==> config.mk <==
export PLATFORM = sky130hd
export DESIGN_NAME = line_buffer_top
export DESIGN_NICKNAME = d
export VERILOG_FILES = /design/src/bicubic_pkg.sv /design/src/row_bank.sv /design/src/row_ring.sv /design/src/scan_ctrl.sv /design/src/window_shift.sv /design/src/line_buffer_top.sv
export SDC_FILE = /design/constraint.sdc
export NUM_CORES = 2
export LEC_CHECK = 0
export BUFFER_PORTS_ARGS = -buffer_cell sky130_fd_sc_hd__buf_2
export CAP_MARGIN = 10
export CORE_MARGIN = 4
export CORE_UTILIZATION = 35
export CTS_CLUSTER_DIAMETER = 150
export CTS_CLUSTER_SIZE = 14
export DETAILED_ROUTE_END_ITERATION = 12
export PLACE_DENSITY = 0.63
export SETUP_SLACK_MARGIN = 0.05
export SLEW_MARGIN = 0
export SYNTH_ARGS = -nofsm -noshare
export SYNTH_HDL_FRONTEND = slang
export SYNTH_SLANG_ARGS = --single-unit
==> constraint.sdc <==
create_clock -name clk -period 11.7 [get_ports clk]
set_input_delay 2.34 -clock clk [delete_from_list [all_inputs] [get_ports clk]]
set_output_delay 2.34 -clock clk [all_outputs]
set_load 0.02 [all_outputs]
==> src/bicubic_pkg.sv <==
// bicubic line buffer shared types for pixels, window columns and the scan state
`default_nettype none

package bicubic_pkg;

    // RGB888
    localparam int PIXEL_W = 24;

    // the window is TAPS rows by TAPS columns
    localparam int TAPS = 4;

    // four banks feed the window while the fifth takes the incoming row
    localparam int NUM_BANKS = 5;

    typedef logic [PIXEL_W-1:0] pixel_t;

    // one window column, p0 is the top tap row (r-1)
    typedef struct packed {
        pixel_t p0;
        pixel_t p1;
        pixel_t p2;
        pixel_t p3;
    } column_t;

    // c0 is the leftmost column (c-1), c3 the rightmost (c+2)
    typedef struct packed {
        column_t c0;
        column_t c1;
        column_t c2;
        column_t c3;
    } window_t;

    typedef enum logic [1:0] {
        SCAN_FILL,
        SCAN_EMIT,
        SCAN_DONE
    } scan_state_e;

endpackage

`default_nettype wire

==> src/row_bank.sv <==
// row bank holding one image row, synchronous write and one-cycle registered read
`timescale 1ns/1ps
`default_nettype none

module row_bank #(
    parameter int DEPTH = 8,
    localparam int ADDR_W = $clog2(DEPTH)
) (
    input  wire                      clk,
    input  wire                      wr_en,
    input  wire [ADDR_W-1:0]         wr_addr,
    input  wire bicubic_pkg::pixel_t wr_data,
    input  wire                      rd_en,
    input  wire [ADDR_W-1:0]         rd_addr,
    output bicubic_pkg::pixel_t      rd_data
);
    import bicubic_pkg::*;

    pixel_t mem [DEPTH];

    always_ff @(posedge clk) begin
        if (wr_en) begin
            mem[wr_addr] <= wr_data;
        end
    end

    // data for rd_addr shows up on the next clock
    always_ff @(posedge clk) begin
        if (rd_en) begin
            rd_data <= mem[rd_addr];
        end
    end

endmodule

`default_nettype wire

==> src/row_ring.sv <==
// row ring of five banks, rotates the write bank and muxes clamped tap rows on read
`timescale 1ns/1ps
`default_nettype none

module row_ring #(
    parameter int IMG_WIDTH = 8,
    parameter int IMG_HEIGHT = 6,
    localparam int COL_W = $clog2(IMG_WIDTH),
    localparam int ROW_W = $clog2(IMG_HEIGHT + 1)
) (
    input  wire                      clk,
    input  wire                      rst_n,
    input  wire                      wr_en,
    input  wire [COL_W-1:0]          wr_col,
    input  wire bicubic_pkg::pixel_t wr_data,
    input  wire                      rd_en,
    input  wire [COL_W-1:0]          rd_col,
    input  wire [ROW_W-1:0]          rd_row,
    output bicubic_pkg::column_t     rd_column,
    output logic                     rd_column_valid
);
    import bicubic_pkg::*;

    localparam int BANK_W = $clog2(NUM_BANKS);

    logic [ROW_W-1:0]  wr_row;
    logic [BANK_W-1:0] wr_bank;
    logic [BANK_W-1:0] tap_bank [TAPS];
    logic [BANK_W-1:0] tap_bank_q [TAPS];
    pixel_t            bank_rd [NUM_BANKS];

    function automatic int clamp_row(input int row);
        if (row < 0) begin
            return 0;
        end
        if (row > IMG_HEIGHT - 1) begin
            return IMG_HEIGHT - 1;
        end
        return row;
    endfunction

    function automatic logic [BANK_W-1:0] bank_of(input int row);
        return BANK_W'(row % NUM_BANKS);
    endfunction

    // completed rows, one step per last pixel of a row
    always_ff @(posedge clk or negedge rst_n) begin
        if (!rst_n) begin
            wr_row <= '0;
        end else if (wr_en && wr_col == COL_W'(IMG_WIDTH - 1)) begin
            wr_row <= wr_row + 1'b1;
        end
    end

    assign wr_bank = bank_of(int'(wr_row));

    // taps r-1..r+2, edge rows repeat past the image border
    always_comb begin
        for (int t = 0; t < TAPS; t++) begin
            tap_bank[t] = bank_of(clamp_row(int'(rd_row) + t - 1));
        end
    end

    // bank selection travels with the read
    always_ff @(posedge clk) begin
        if (rd_en) begin
            tap_bank_q <= tap_bank;
        end
    end

    always_ff @(posedge clk or negedge rst_n) begin
        if (!rst_n) begin
            rd_column_valid <= 1'b0;
        end else begin
            rd_column_valid <= rd_en;
        end
    end

    for (genvar b = 0; b < NUM_BANKS; b++) begin : g_bank
        row_bank #(
            .DEPTH(IMG_WIDTH)
        ) u_row_bank (
            .clk(clk),
            .wr_en(wr_en && wr_bank == BANK_W'(b)),
            .wr_addr(wr_col),
            .wr_data(wr_data),
            .rd_en(rd_en),
            .rd_addr(rd_col),
            .rd_data(bank_rd[b])
        );
    end

    always_comb begin
        rd_column.p0 = bank_rd[tap_bank_q[0]];
        rd_column.p1 = bank_rd[tap_bank_q[1]];
        rd_column.p2 = bank_rd[tap_bank_q[2]];
        rd_column.p3 = bank_rd[tap_bank_q[3]];
    end

endmodule

`default_nettype wire

==> src/scan_ctrl.sv <==
// scan controller for write counters, output row sequencing and column read order
`timescale 1ns/1ps
`default_nettype none

module scan_ctrl #(
    parameter int IMG_WIDTH = 8,
    parameter int IMG_HEIGHT = 6,
    localparam int COL_W = $clog2(IMG_WIDTH),
    localparam int ROW_W = $clog2(IMG_HEIGHT + 1)
) (
    input  wire              clk,
    input  wire              rst_n,
    input  wire              in_valid,
    output logic             in_ready,
    output logic             wr_en,
    output logic [COL_W-1:0] wr_col,
    output logic             rd_en,
    output logic [COL_W-1:0] rd_col,
    output logic [ROW_W-1:0] rd_row,
    output logic             row_start,
    input  wire              slot_free,
    input  wire              win_accepted
);
    import bicubic_pkg::*;

    // each output row reads W+3 columns, index 0..W+2
    localparam int IDX_W = $clog2(IMG_WIDTH + 4);
    localparam int FILL_ROWS = (IMG_HEIGHT < 3) ? IMG_HEIGHT : 3;

    scan_state_e      state;
    logic [ROW_W-1:0] wr_row;
    logic [ROW_W-1:0] out_row;
    logic [IDX_W-1:0] rd_idx;
    logic [COL_W-1:0] win_cnt;
    logic             in_fire;
    logic             wr_row_end;
    logic             rows_ready;
    logic             reads_left;
    logic             last_win;
    int               need_rows;

    assign in_fire = in_valid && in_ready;
    assign wr_en = in_fire;
    assign wr_row_end = (wr_col == COL_W'(IMG_WIDTH - 1));

    // writer may run at most four rows ahead of the output row
    assign in_ready = (state != SCAN_DONE)
                   && (int'(wr_row) < IMG_HEIGHT)
                   && (int'(wr_row) <= int'(out_row) + 3);

    always_ff @(posedge clk or negedge rst_n) begin
        if (!rst_n) begin
            wr_col <= '0;
            wr_row <= '0;
        end else if (in_fire) begin
            if (wr_row_end) begin
                wr_col <= '0;
                wr_row <= wr_row + 1'b1;
            end else begin
                wr_col <= wr_col + 1'b1;
            end
        end
    end

    // rows 0..min(r+2, H-1) have to be complete
    always_comb begin
        if (int'(out_row) + 3 < IMG_HEIGHT) begin
            need_rows = int'(out_row) + 3;
        end else begin
            need_rows = IMG_HEIGHT;
        end
    end

    assign rows_ready = (int'(wr_row) >= need_rows);
    assign reads_left = (int'(rd_idx) < IMG_WIDTH + 3);

    // one column in flight at most, slot_free covers the returning read
    assign rd_en = (state == SCAN_EMIT) && rows_ready && reads_left && slot_free;
    assign row_start = rd_en && (rd_idx == '0);
    assign rd_row = out_row;

    // column sequence clamp(k-1) repeats the left and right edge columns
    always_comb begin
        if (rd_idx == '0) begin
            rd_col = '0;
        end else if (int'(rd_idx) - 1 >= IMG_WIDTH - 1) begin
            rd_col = COL_W'(IMG_WIDTH - 1);
        end else begin
            rd_col = COL_W'(rd_idx - 1'b1);
        end
    end

    assign last_win = win_accepted && (int'(win_cnt) == IMG_WIDTH - 1);

    always_ff @(posedge clk or negedge rst_n) begin
        if (!rst_n) begin
            state   <= SCAN_FILL;
            out_row <= '0;
            rd_idx  <= '0;
            win_cnt <= '0;
        end else begin
            case (state)
                SCAN_FILL: begin
                    if (int'(wr_row) >= FILL_ROWS) begin
                        state <= SCAN_EMIT;
                    end
                end
                SCAN_EMIT: begin
                    if (rd_en) begin
                        rd_idx <= rd_idx + 1'b1;
                    end
                    if (last_win) begin
                        win_cnt <= '0;
                    end else if (win_accepted) begin
                        win_cnt <= win_cnt + 1'b1;
                    end
                    // W-th window closes the row
                    if (last_win) begin
                        rd_idx <= '0;
                        if (int'(out_row) == IMG_HEIGHT - 1) begin
                            state <= SCAN_DONE;
                        end else begin
                            out_row <= out_row + 1'b1;
                        end
                    end
                end
                default: begin
                end
            endcase
        end
    end

endmodule

`default_nettype wire

==> src/window_shift.sv <==
// window builder, a one-column slot feeding a 4-column shift register with handshake
`timescale 1ns/1ps
`default_nettype none

module window_shift (
    input  wire                       clk,
    input  wire                       rst_n,
    input  wire bicubic_pkg::column_t rd_column,
    input  wire                       rd_column_valid,
    input  wire                       row_start,
    output logic                      slot_free,
    output bicubic_pkg::window_t      out_window,
    output logic                      out_valid,
    input  wire                       out_ready,
    output logic                      win_accepted
);
    import bicubic_pkg::*;

    localparam int FILL_W = $clog2(TAPS + 1);

    column_t           slot_col;
    logic              slot_valid;
    logic              slot_first;
    logic              first_q;
    logic              stalled;
    logic              shift_en;
    logic [FILL_W-1:0] fill_cnt;
    logic [FILL_W-1:0] fill_nxt;

    assign stalled = out_valid && !out_ready;
    assign shift_en = slot_valid && !stalled;
    assign win_accepted = out_valid && out_ready;

    // next read allowed only when its column will find the slot empty
    assign slot_free = !rd_column_valid && (!slot_valid || shift_en);

    // row_start comes with the read, the column returns a cycle later
    always_ff @(posedge clk or negedge rst_n) begin
        if (!rst_n) begin
            first_q <= 1'b0;
        end else begin
            first_q <= row_start;
        end
    end

    always_ff @(posedge clk or negedge rst_n) begin
        if (!rst_n) begin
            slot_valid <= 1'b0;
            slot_first <= 1'b0;
        end else if (rd_column_valid) begin
            slot_valid <= 1'b1;
            slot_first <= first_q;
        end else if (shift_en) begin
            slot_valid <= 1'b0;
        end
    end

    always_ff @(posedge clk) begin
        if (rd_column_valid) begin
            slot_col <= rd_column;
        end
    end

    // shifts into the current row, saturating at a full window
    always_comb begin
        if (slot_first) begin
            fill_nxt = FILL_W'(1);
        end else if (fill_cnt == FILL_W'(TAPS)) begin
            fill_nxt = fill_cnt;
        end else begin
            fill_nxt = fill_cnt + 1'b1;
        end
    end

    always_ff @(posedge clk or negedge rst_n) begin
        if (!rst_n) begin
            fill_cnt  <= '0;
            out_valid <= 1'b0;
        end else if (shift_en) begin
            fill_cnt  <= fill_nxt;
            out_valid <= (fill_nxt == FILL_W'(TAPS));
        end else if (win_accepted) begin
            out_valid <= 1'b0;
        end
    end

    // new column enters on the right, window holds while stalled
    always_ff @(posedge clk) begin
        if (shift_en) begin
            out_window <= {out_window.c1, out_window.c2, out_window.c3, slot_col};
        end
    end

endmodule

`default_nettype wire

==> src/line_buffer_top.sv <==
// bicubic line buffer top, streams pixels in and 4x4 edge-clamped windows out
`timescale 1ns/1ps
`default_nettype none

module line_buffer_top #(
    parameter int IMG_WIDTH = 8,
    parameter int IMG_HEIGHT = 6
) (
    input  wire                       clk,
    input  wire                       rst_n,
    input  wire bicubic_pkg::pixel_t  in_data,
    input  wire                       in_valid,
    output wire                       in_ready,
    output wire bicubic_pkg::window_t out_window,
    output wire                       out_valid,
    input  wire                       out_ready
);
    import bicubic_pkg::*;

    localparam int COL_W = $clog2(IMG_WIDTH);
    localparam int ROW_W = $clog2(IMG_HEIGHT + 1);

    logic             wr_en;
    logic [COL_W-1:0] wr_col;
    logic             rd_en;
    logic [COL_W-1:0] rd_col;
    logic [ROW_W-1:0] rd_row;
    logic             row_start;
    logic             slot_free;
    logic             win_accepted;
    column_t          rd_column;
    logic             rd_column_valid;

    scan_ctrl #(
        .IMG_WIDTH(IMG_WIDTH),
        .IMG_HEIGHT(IMG_HEIGHT)
    ) u_scan_ctrl (
        .clk(clk),
        .rst_n(rst_n),
        .in_valid(in_valid),
        .in_ready(in_ready),
        .wr_en(wr_en),
        .wr_col(wr_col),
        .rd_en(rd_en),
        .rd_col(rd_col),
        .rd_row(rd_row),
        .row_start(row_start),
        .slot_free(slot_free),
        .win_accepted(win_accepted)
    );

    row_ring #(
        .IMG_WIDTH(IMG_WIDTH),
        .IMG_HEIGHT(IMG_HEIGHT)
    ) u_row_ring (
        .clk(clk),
        .rst_n(rst_n),
        .wr_en(wr_en),
        .wr_col(wr_col),
        .wr_data(in_data),
        .rd_en(rd_en),
        .rd_col(rd_col),
        .rd_row(rd_row),
        .rd_column(rd_column),
        .rd_column_valid(rd_column_valid)
    );

    window_shift u_window_shift (
        .clk(clk),
        .rst_n(rst_n),
        .rd_column(rd_column),
        .rd_column_valid(rd_column_valid),
        .row_start(row_start),
        .slot_free(slot_free),
        .out_window(out_window),
        .out_valid(out_valid),
        .out_ready(out_ready),
        .win_accepted(win_accepted)
    );

endmodule

`default_nettype wire

== After elaboration in Yosys (flattened, before gate mapping) ==
Memories as Yosys holds them, arrays and structs flattened. A register that Yosys moved wholly into a read port is not among the register bits.
Index checks and enable logic that the tools add are counted.
Operators by class
  $add $sub $neg: 16
  divide/modulo/power cells: 5
  order comparisons: 19
  equal/unequal tests: 14
  multiplexer cells: 64
  bitwise gates (word level): 5
  reductions and logical operators: 36
Operator list (count)
  $bmux 24 s3: 4
  $mux 32: 9
  $mux 24: 8
  $gt 32x4->1 const B: 4
  $lt 32x1->1 const B: 4
  $mod 32x4->32 const B: 4
  $sub 32x2->32 const B: 3
  $mux 3: 11
  $ge 32x4->1 const B: 1
  $ge 4x32->1: 1
  $le 4x32->1: 1
  $lt 32x4->1 const B: 1
  $mod 4x4->32 const B: 1
  $mux 1: 26
  $add 3x1->3 const B: 6
  $logic_and 1x1->1: 18
  $ge 4x4->1 const B: 4
  $not 3->4: 4
  $eq 3x3->1 const B: 5
  $reduce_bool 2->1: 5
  $add 3x2->4 const B: 2
  $mux 4: 2
  $eq 3x1->1 const B: 2
  $eq 3x2->1 const B: 2
  22 further kinds: 31
Word-level totals
  register bits after elaboration: 521
  memory bits (writable): 960
  input bits: 28
  output and inout port bits: 386
  memories kept: 5
Memories
  u_row_ring.g_bank[0].u_row_bank.mem: words 8, bits a word 24, rd ports 1, clocked after memory_dff 1, write ports 1, line row_bank.sv:19  | pixel_t mem [DEPTH];
  u_row_ring.g_bank[1].u_row_bank.mem: words 8, bits a word 24, rd ports 1, clocked after memory_dff 1, write ports 1, line row_bank.sv:19
  u_row_ring.g_bank[2].u_row_bank.mem: words 8, bits a word 24, rd ports 1, clocked after memory_dff 1, write ports 1, line row_bank.sv:19
  u_row_ring.g_bank[3].u_row_bank.mem: words 8, bits a word 24, rd ports 1, clocked after memory_dff 1, write ports 1, line row_bank.sv:19
  u_row_ring.g_bank[4].u_row_bank.mem: words 8, bits a word 24, rd ports 1, clocked after memory_dff 1, write ports 1, line row_bank.sv:19

== Longest topological paths before layout ==
  depth in word-level cells: 9
  depth in mapped cells: 26
  mapped depth without buffers: 23

== By module ==
Synthesis repeated with hierarchy kept, for this count alone.
Unflattened totals
  cells, all modules: 2802
  area, all modules: 61441.4 µm²
Modules (own cells, without submodules)
  row_bank at u_row_ring.g_bank[1].u_row_bank ...: instances 3, cells an instance 314, area each 8037.7 µm², sequential area each 6486.2 µm²
  row_bank at u_row_ring.g_bank[0].u_row_bank ...: instances 2, cells an instance 314, area each 8050.2 µm², sequential area each 6486.2 µm²
  window_shift: instances 1, cells an instance 514, area each 14779.2 µm², sequential area each 14589.0 µm²
  row_ring: instances 1, cells an instance 588, area each 5183.7 µm², sequential area each 460.4 µm²
  scan_ctrl: instances 1, cells an instance 130, area each 1265.0 µm², sequential area each 450.4 µm²

== Least setup slack after synthesis ==
No wires, ideal clock.
  kind: input to register
  from: input out_ready
  to: register u_window_shift.fill_cnt[0]
  setup time: 0.125 ns
  data arrival time: 11.370 ns
  data required time: 11.575 ns
  slack: 0.205 ns
  cell stages on the path: 6
  buffers on the path: 0
  cells stage by stage: inv_1 -> nand2_1 -> nand2_1 -> inv_1 -> o21ai_0 -> o21ai_0
Between the ends
  word-level cells in the longest chain between the ends: 4
Ends and longest elaborated chain
  start, declared: line line_buffer_top.sv:16  | input wire out_ready
  $logic_not 1->1: line window_shift.sv:30  | assign stalled = out_valid && !out_ready;
  $logic_and 1x1->1: line window_shift.sv:30
  $logic_not 1->1: line window_shift.sv:31  | assign shift_en = slot_valid && !stalled;
  $logic_and 1x1->1: line window_shift.sv:31
  via u_window_shift.shift_en: line window_shift.sv:26  | logic shift_en;
  end signal, assigned: line window_shift.sv:80  | fill_cnt <= fill_nxt;
  end, declared: line window_shift.sv:27  | logic [FILL_W-1:0] fill_cnt;
The timed path passes the listed nets, and every way through them passes these cells.
A chain may end at the register's enable or synchronous reset.

== Worst setup path after layout ==
  from: register u_scan_ctrl.out_row[0], in the netlist u_scan_ctrl.rd_row[0]
  to: output in_ready
Between the ends
  word-level cells in the longest chain between the ends: 3
Ends and longest elaborated chain
  start, declared: line scan_ctrl.sv:32  | logic [ROW_W-1:0] out_row;
  start signal, assigned: line scan_ctrl.sv:123  | out_row <= out_row + 1'b1;
  $add 3x2->4: line scan_ctrl.sv:49  | && (int'(wr_row) <= int'(out_row) + 3);
  $le 4x32->1: line scan_ctrl.sv:49
  $logic_and 1x1->1: line scan_ctrl.sv:49
  end, declared: line line_buffer_top.sv:13  | output wire in_ready,
Every way passes these cells.

==> impl_metrics.yaml <==
floorplan:
  fp.dieArea_mm2: 0.1883
  placeableCoreArea_mm2: 0.1805
  start_util: 0.3517
  die_height_um: 433.9
  design.portCount: 414
  rows: 156
  fp.dieW_um: 433.9
cts:
  max-clock-path-buffers: 3
  tritoncts.num_buffers: 132
  clock_insertion_delay_worst_skew_ns: 0.79
  cts_tree: "done"
  cts_setup_buffers: 0
  clock_sinks: 1601
  clockRootBuffer: "sky130_fd_sc_hd__clkbuf_16"
  clkSlewWorstSetupHoldPaths_ns: 0.08
  ctsHoldBuffers: 0
  cts_htree_levels: 4
  post_cts_resized: 0
worst_setup_path:
  critPathLaunchType: "flip-flop"
  crit_required_ns: 9.36
  arr_time_crit_path_ns: 3.98
  timing.critical_path.slowest_stage_cell: "sky130_fd_sc_hd__dfrtp_1"
  timing.critical_path.slowest_cell_delay_ns: 0.73
  worstSetupPathType: "reg2out"
  path_max_fanout: 17
  largest_delay_contributor_family_on_the_critical_path: "buffers and inverters"
  cp_cell_sequence: "inv_1, ha_1, xnor2_1, inv_1, ha_1, a21oi_1, a311oi_1, a221oi_1, buf_2"
  cp.buffers_inverters: 3
  worst_setup_path_end_kind: "output pin"
detailed_routing:
  wire_per_inst_um: 22.98
  first_pass_iters: 8
  vias_per_cell: 5.309
  finalWirelength_um: 170000
  max_layer_used: "met5"
  route.antenna.remaining_nets: 0
  detailroute.wirelength.met2_um: 78440
  vias: 39272
  drt_iter0_markers: 4484
  detail_route.drc_violations: 0
  met3_length_um: 16590
  met1Wirelength_um: 70090
synthesis:
  synthDominantAreaCellType: "sky130_fd_sc_hd__edfxtp_1"
  synth_cells: 4644
  ys_seq_elements: 1601
  post_synth_num_cell_types: 74
  synth.yosys.seq_area_share: 0.7549
  post-synth-top-area-fraction: 0.7434
  netlist_top_cells_count: "sky130_fd_sc_hd__edfxtp_1 (1572), sky130_fd_sc_hd__nor2_1 (541), sky130_fd_sc_hd__nand2_1 (529), sky130_fd_sc_hd__nor3_1 (489), sky130_fd_sc_hd__a21oi_1 (355)"
  yosysWarnings: 0
  synthTopCellsByArea: "sky130_fd_sc_hd__edfxtp_1 (74%), sky130_fd_sc_hd__nor3_1 (3.9%), sky130_fd_sc_hd__nor2_1 (3.2%)"
  synth_edf_count: 1572
  ys_async_sr_fraction: 0.01811
  synth_area_per_cell_um2: 13.67
  post_synth_instance_area_mm2: 0.06350
  dominantRegCellSynth: "sky130_fd_sc_hd__edfxtp_1"
  synth_most_common_cell: "sky130_fd_sc_hd__edfxtp_1"
sta:
  finalSetupViolations: 0
  finalHoldViolCount: 0
  fin_setup_tns_ns: 0
  worst_slew_slack_as_a_fraction_of_its_limit: 0.2795
  clock-skew-final_ns: 0.03673
  grt_setup_unrepaired: "no"
  report.final.slew_viol_count: 0
  worst_slew_pin_slew_ns: 1.069
  max_clock_freq_mhz: 158.3
  final.min_clock_period_ns: 6.318
  layout_worst_path_cycle_share: 0.5400
global_routing:
  grt.overflow.total: 0
  grtUsageTotal: 0.1743
  first_global_vias: 36900
  wire_length_of_the_first_global_routing_pass_um: 246300
  grt_start_max_net_pins: 181
  initial_antenna_violation_count: 18
layout:
  nFillCells: 16562
  instances_no_fill: 7397
  finalCoreUtilization: 0.3989
  multi_input_area_mm2: 0.01456
  finish.instance_area_mm2: 0.07201
  layout_cells_sized_above_1: 0.1451
  area_delta_synth_final_pct: 13.42
  final-seq-area_mm2: 0.04793
  finish.net_count: 5091
pwr:
  power-per-cell-area_mw_per_mm2: 221.7
  cellLeakagePower_nw: 24.85
  vdd.ir_drop.worst_mv: 0.2175
place:
  count_of_buffers_from_port_buffering: 413
  numPlacedInstances: 7236
  routabilityCongestion: 0.8405
  dpl.hpwl_um: 105400
  dpl-instance-area_mm2: 0.06839
flow_run:
  drv.max_cap_violation_count: 0
outcome:
  status: "complete, no violations"
worst_hold_path:
  timing.hold.worst.class: "reg2reg"
==> layer usage <==
| metal | vias to the layer above | GRT usage |
|---|---|---|
| met5 | - | 0 |
| met4 | 20 | 0.05371 |
| met3 | 264 | 0.04050 |
| met2 | 1871 | 0.2741 |
| met1 | 19375 | 0.2408 |
| li1 | 17742 | - |
==> cells by family (layout without fill, tap and decap cells) <==
family | count (synthesis) | after routing | synth area share
AO/OA/AOI/OAI | 796 | 796 | 0.06891
buffers and inverters | 334 | 697 | 0.01990
flip-flops | 1601 | 1601 | 0.7549
multiplexers | 201 | 201 | 0.03200
adder cells (fa/ha/maj) | 61 | 61 | 0.01202
XOR/XNOR | 18 | 18 | 0.002778
AND/OR/NAND/NOR | 1631 | 1631 | 0.1094
other | 2 | 22 | 0.0001183
==> flip-flops by register name, indices dropped and copies added (netlist names), 4 cells and up <==
register	flops
u_window_shift.out_window	384
u_window_shift.slot_col	96
u_row_ring.g_bank.u_row_bank.rd_data	120
u_row_ring.g_bank.u_row_bank.mem	960
u_row_ring.tap_bank_q	12
u_scan_ctrl.rd_idx	4
==> power by group <==
| group | internal, mW | switching [mW] | total [mW] |
|---|---|---|---|
| sequential | 7.41 | 0.566 | 7.98 |
| clock | 2.05 | 1.94 | 3.99 |
| combinational | 1.07 | 2.92 | 3.99 |
| total | 10.5 | 5.43 | 16.0 |
==> placed cells by master, fill, tap and decap left out, types with 6 or more instances in the layout <==
master	instances
sky130_fd_sc_hd__edfxtp_1	1572
sky130_fd_sc_hd__nand2_1	529
sky130_fd_sc_hd__nor2_1	499
sky130_fd_sc_hd__nor3_1	489
sky130_fd_sc_hd__buf_2	413
sky130_fd_sc_hd__a21oi_1	355
sky130_fd_sc_hd__o21ai_0	273
sky130_fd_sc_hd__mux2i_1	194
sky130_fd_sc_hd__clkbuf_16	133
sky130_fd_sc_hd__o22ai_1	98
sky130_fd_sc_hd__buf_4	80
sky130_fd_sc_hd__ha_1	61
sky130_fd_sc_hd__inv_1	41
sky130_fd_sc_hd__nor2_2	40
sky130_fd_sc_hd__dfrtp_1	28
sky130_fd_sc_hd__conb_1	18
sky130_fd_sc_hd__xnor2_1	12
sky130_fd_sc_hd__a21o_1	12
sky130_fd_sc_hd__nand2b_1	12
sky130_fd_sc_hd__a31oi_1	8
sky130_fd_sc_hd__nand3_1	8
sky130_fd_sc_hd__clkbuf_1	7
sky130_fd_sc_hd__and3_1	6
sky130_fd_sc_hd__mux2_2	6
==> per-stage QoR <==
stage,total power [mW],hold slack (ns),worst slack (ns)
2_1_floorplan,10.33,0.4003,0.2046
3_3_place_gp,11.96,0.4014,6.253
3_5_place_dp,12.02,0.4045,6.240
4_1_cts,16.00,0.4173,5.361
5_1_grt,16.63,0.4227,5.109
6_report,15.96,0.4137,5.382
==> final timing paths <==
check	start	endpoint	slack [ns]	cells past startpoint
setup / recovery	u_scan_ctrl.rd_row[0]	in_ready	5.38	9
min in group asynchronous	rst_n	u_scan_ctrl.win_cnt[2]	1.61	1
max in group asynchronous	rst_n	u_row_ring.rd_column_valid	9.56	1
setup reg to reg	u_scan_ctrl.rd_row[0]	u_row_ring.g_bank[4].u_row_bank.mem[7][11]	6.54	12
hold / removal	u_window_shift.slot_col[26]	u_window_shift.out_window[26]	0.41	0
hold reg to reg	u_window_shift.slot_col[26]	u_window_shift.out_window[26]	0.41	0
==> worst register-to-register path, cell delays in order (launching register included) <==
cell,delay (ns)
sky130_fd_sc_hd__dfrtp_1,0.73
sky130_fd_sc_hd__inv_1,0.35
sky130_fd_sc_hd__ha_1,0.34
sky130_fd_sc_hd__xnor2_1,0.34
sky130_fd_sc_hd__inv_1,0.14
sky130_fd_sc_hd__ha_1,0.32
sky130_fd_sc_hd__a21oi_1,0.17
sky130_fd_sc_hd__a311oi_1,0.08
sky130_fd_sc_hd__a221oi_1,0.45
sky130_fd_sc_hd__nand2_1,0.34
sky130_fd_sc_hd__or3_1,0.64
sky130_fd_sc_hd__nor2_2,0.52
sky130_fd_sc_hd__buf_4,0.38
==> layout make-up <==
class / count / share of cell area
flip-flops and latches: 1601 / 0.6656
well taps: 2370 / 0.04118
diodes: 4 / 0.0001390
multi-input cells: 2725 / 0.2022
inverters: 43 / 0.002346
clock buffers: 140 / 0.04658
repair buffers: 499 / 0.03864
clock inverters: 15 / 0.003336
Power figures use the tool's default switching activity.
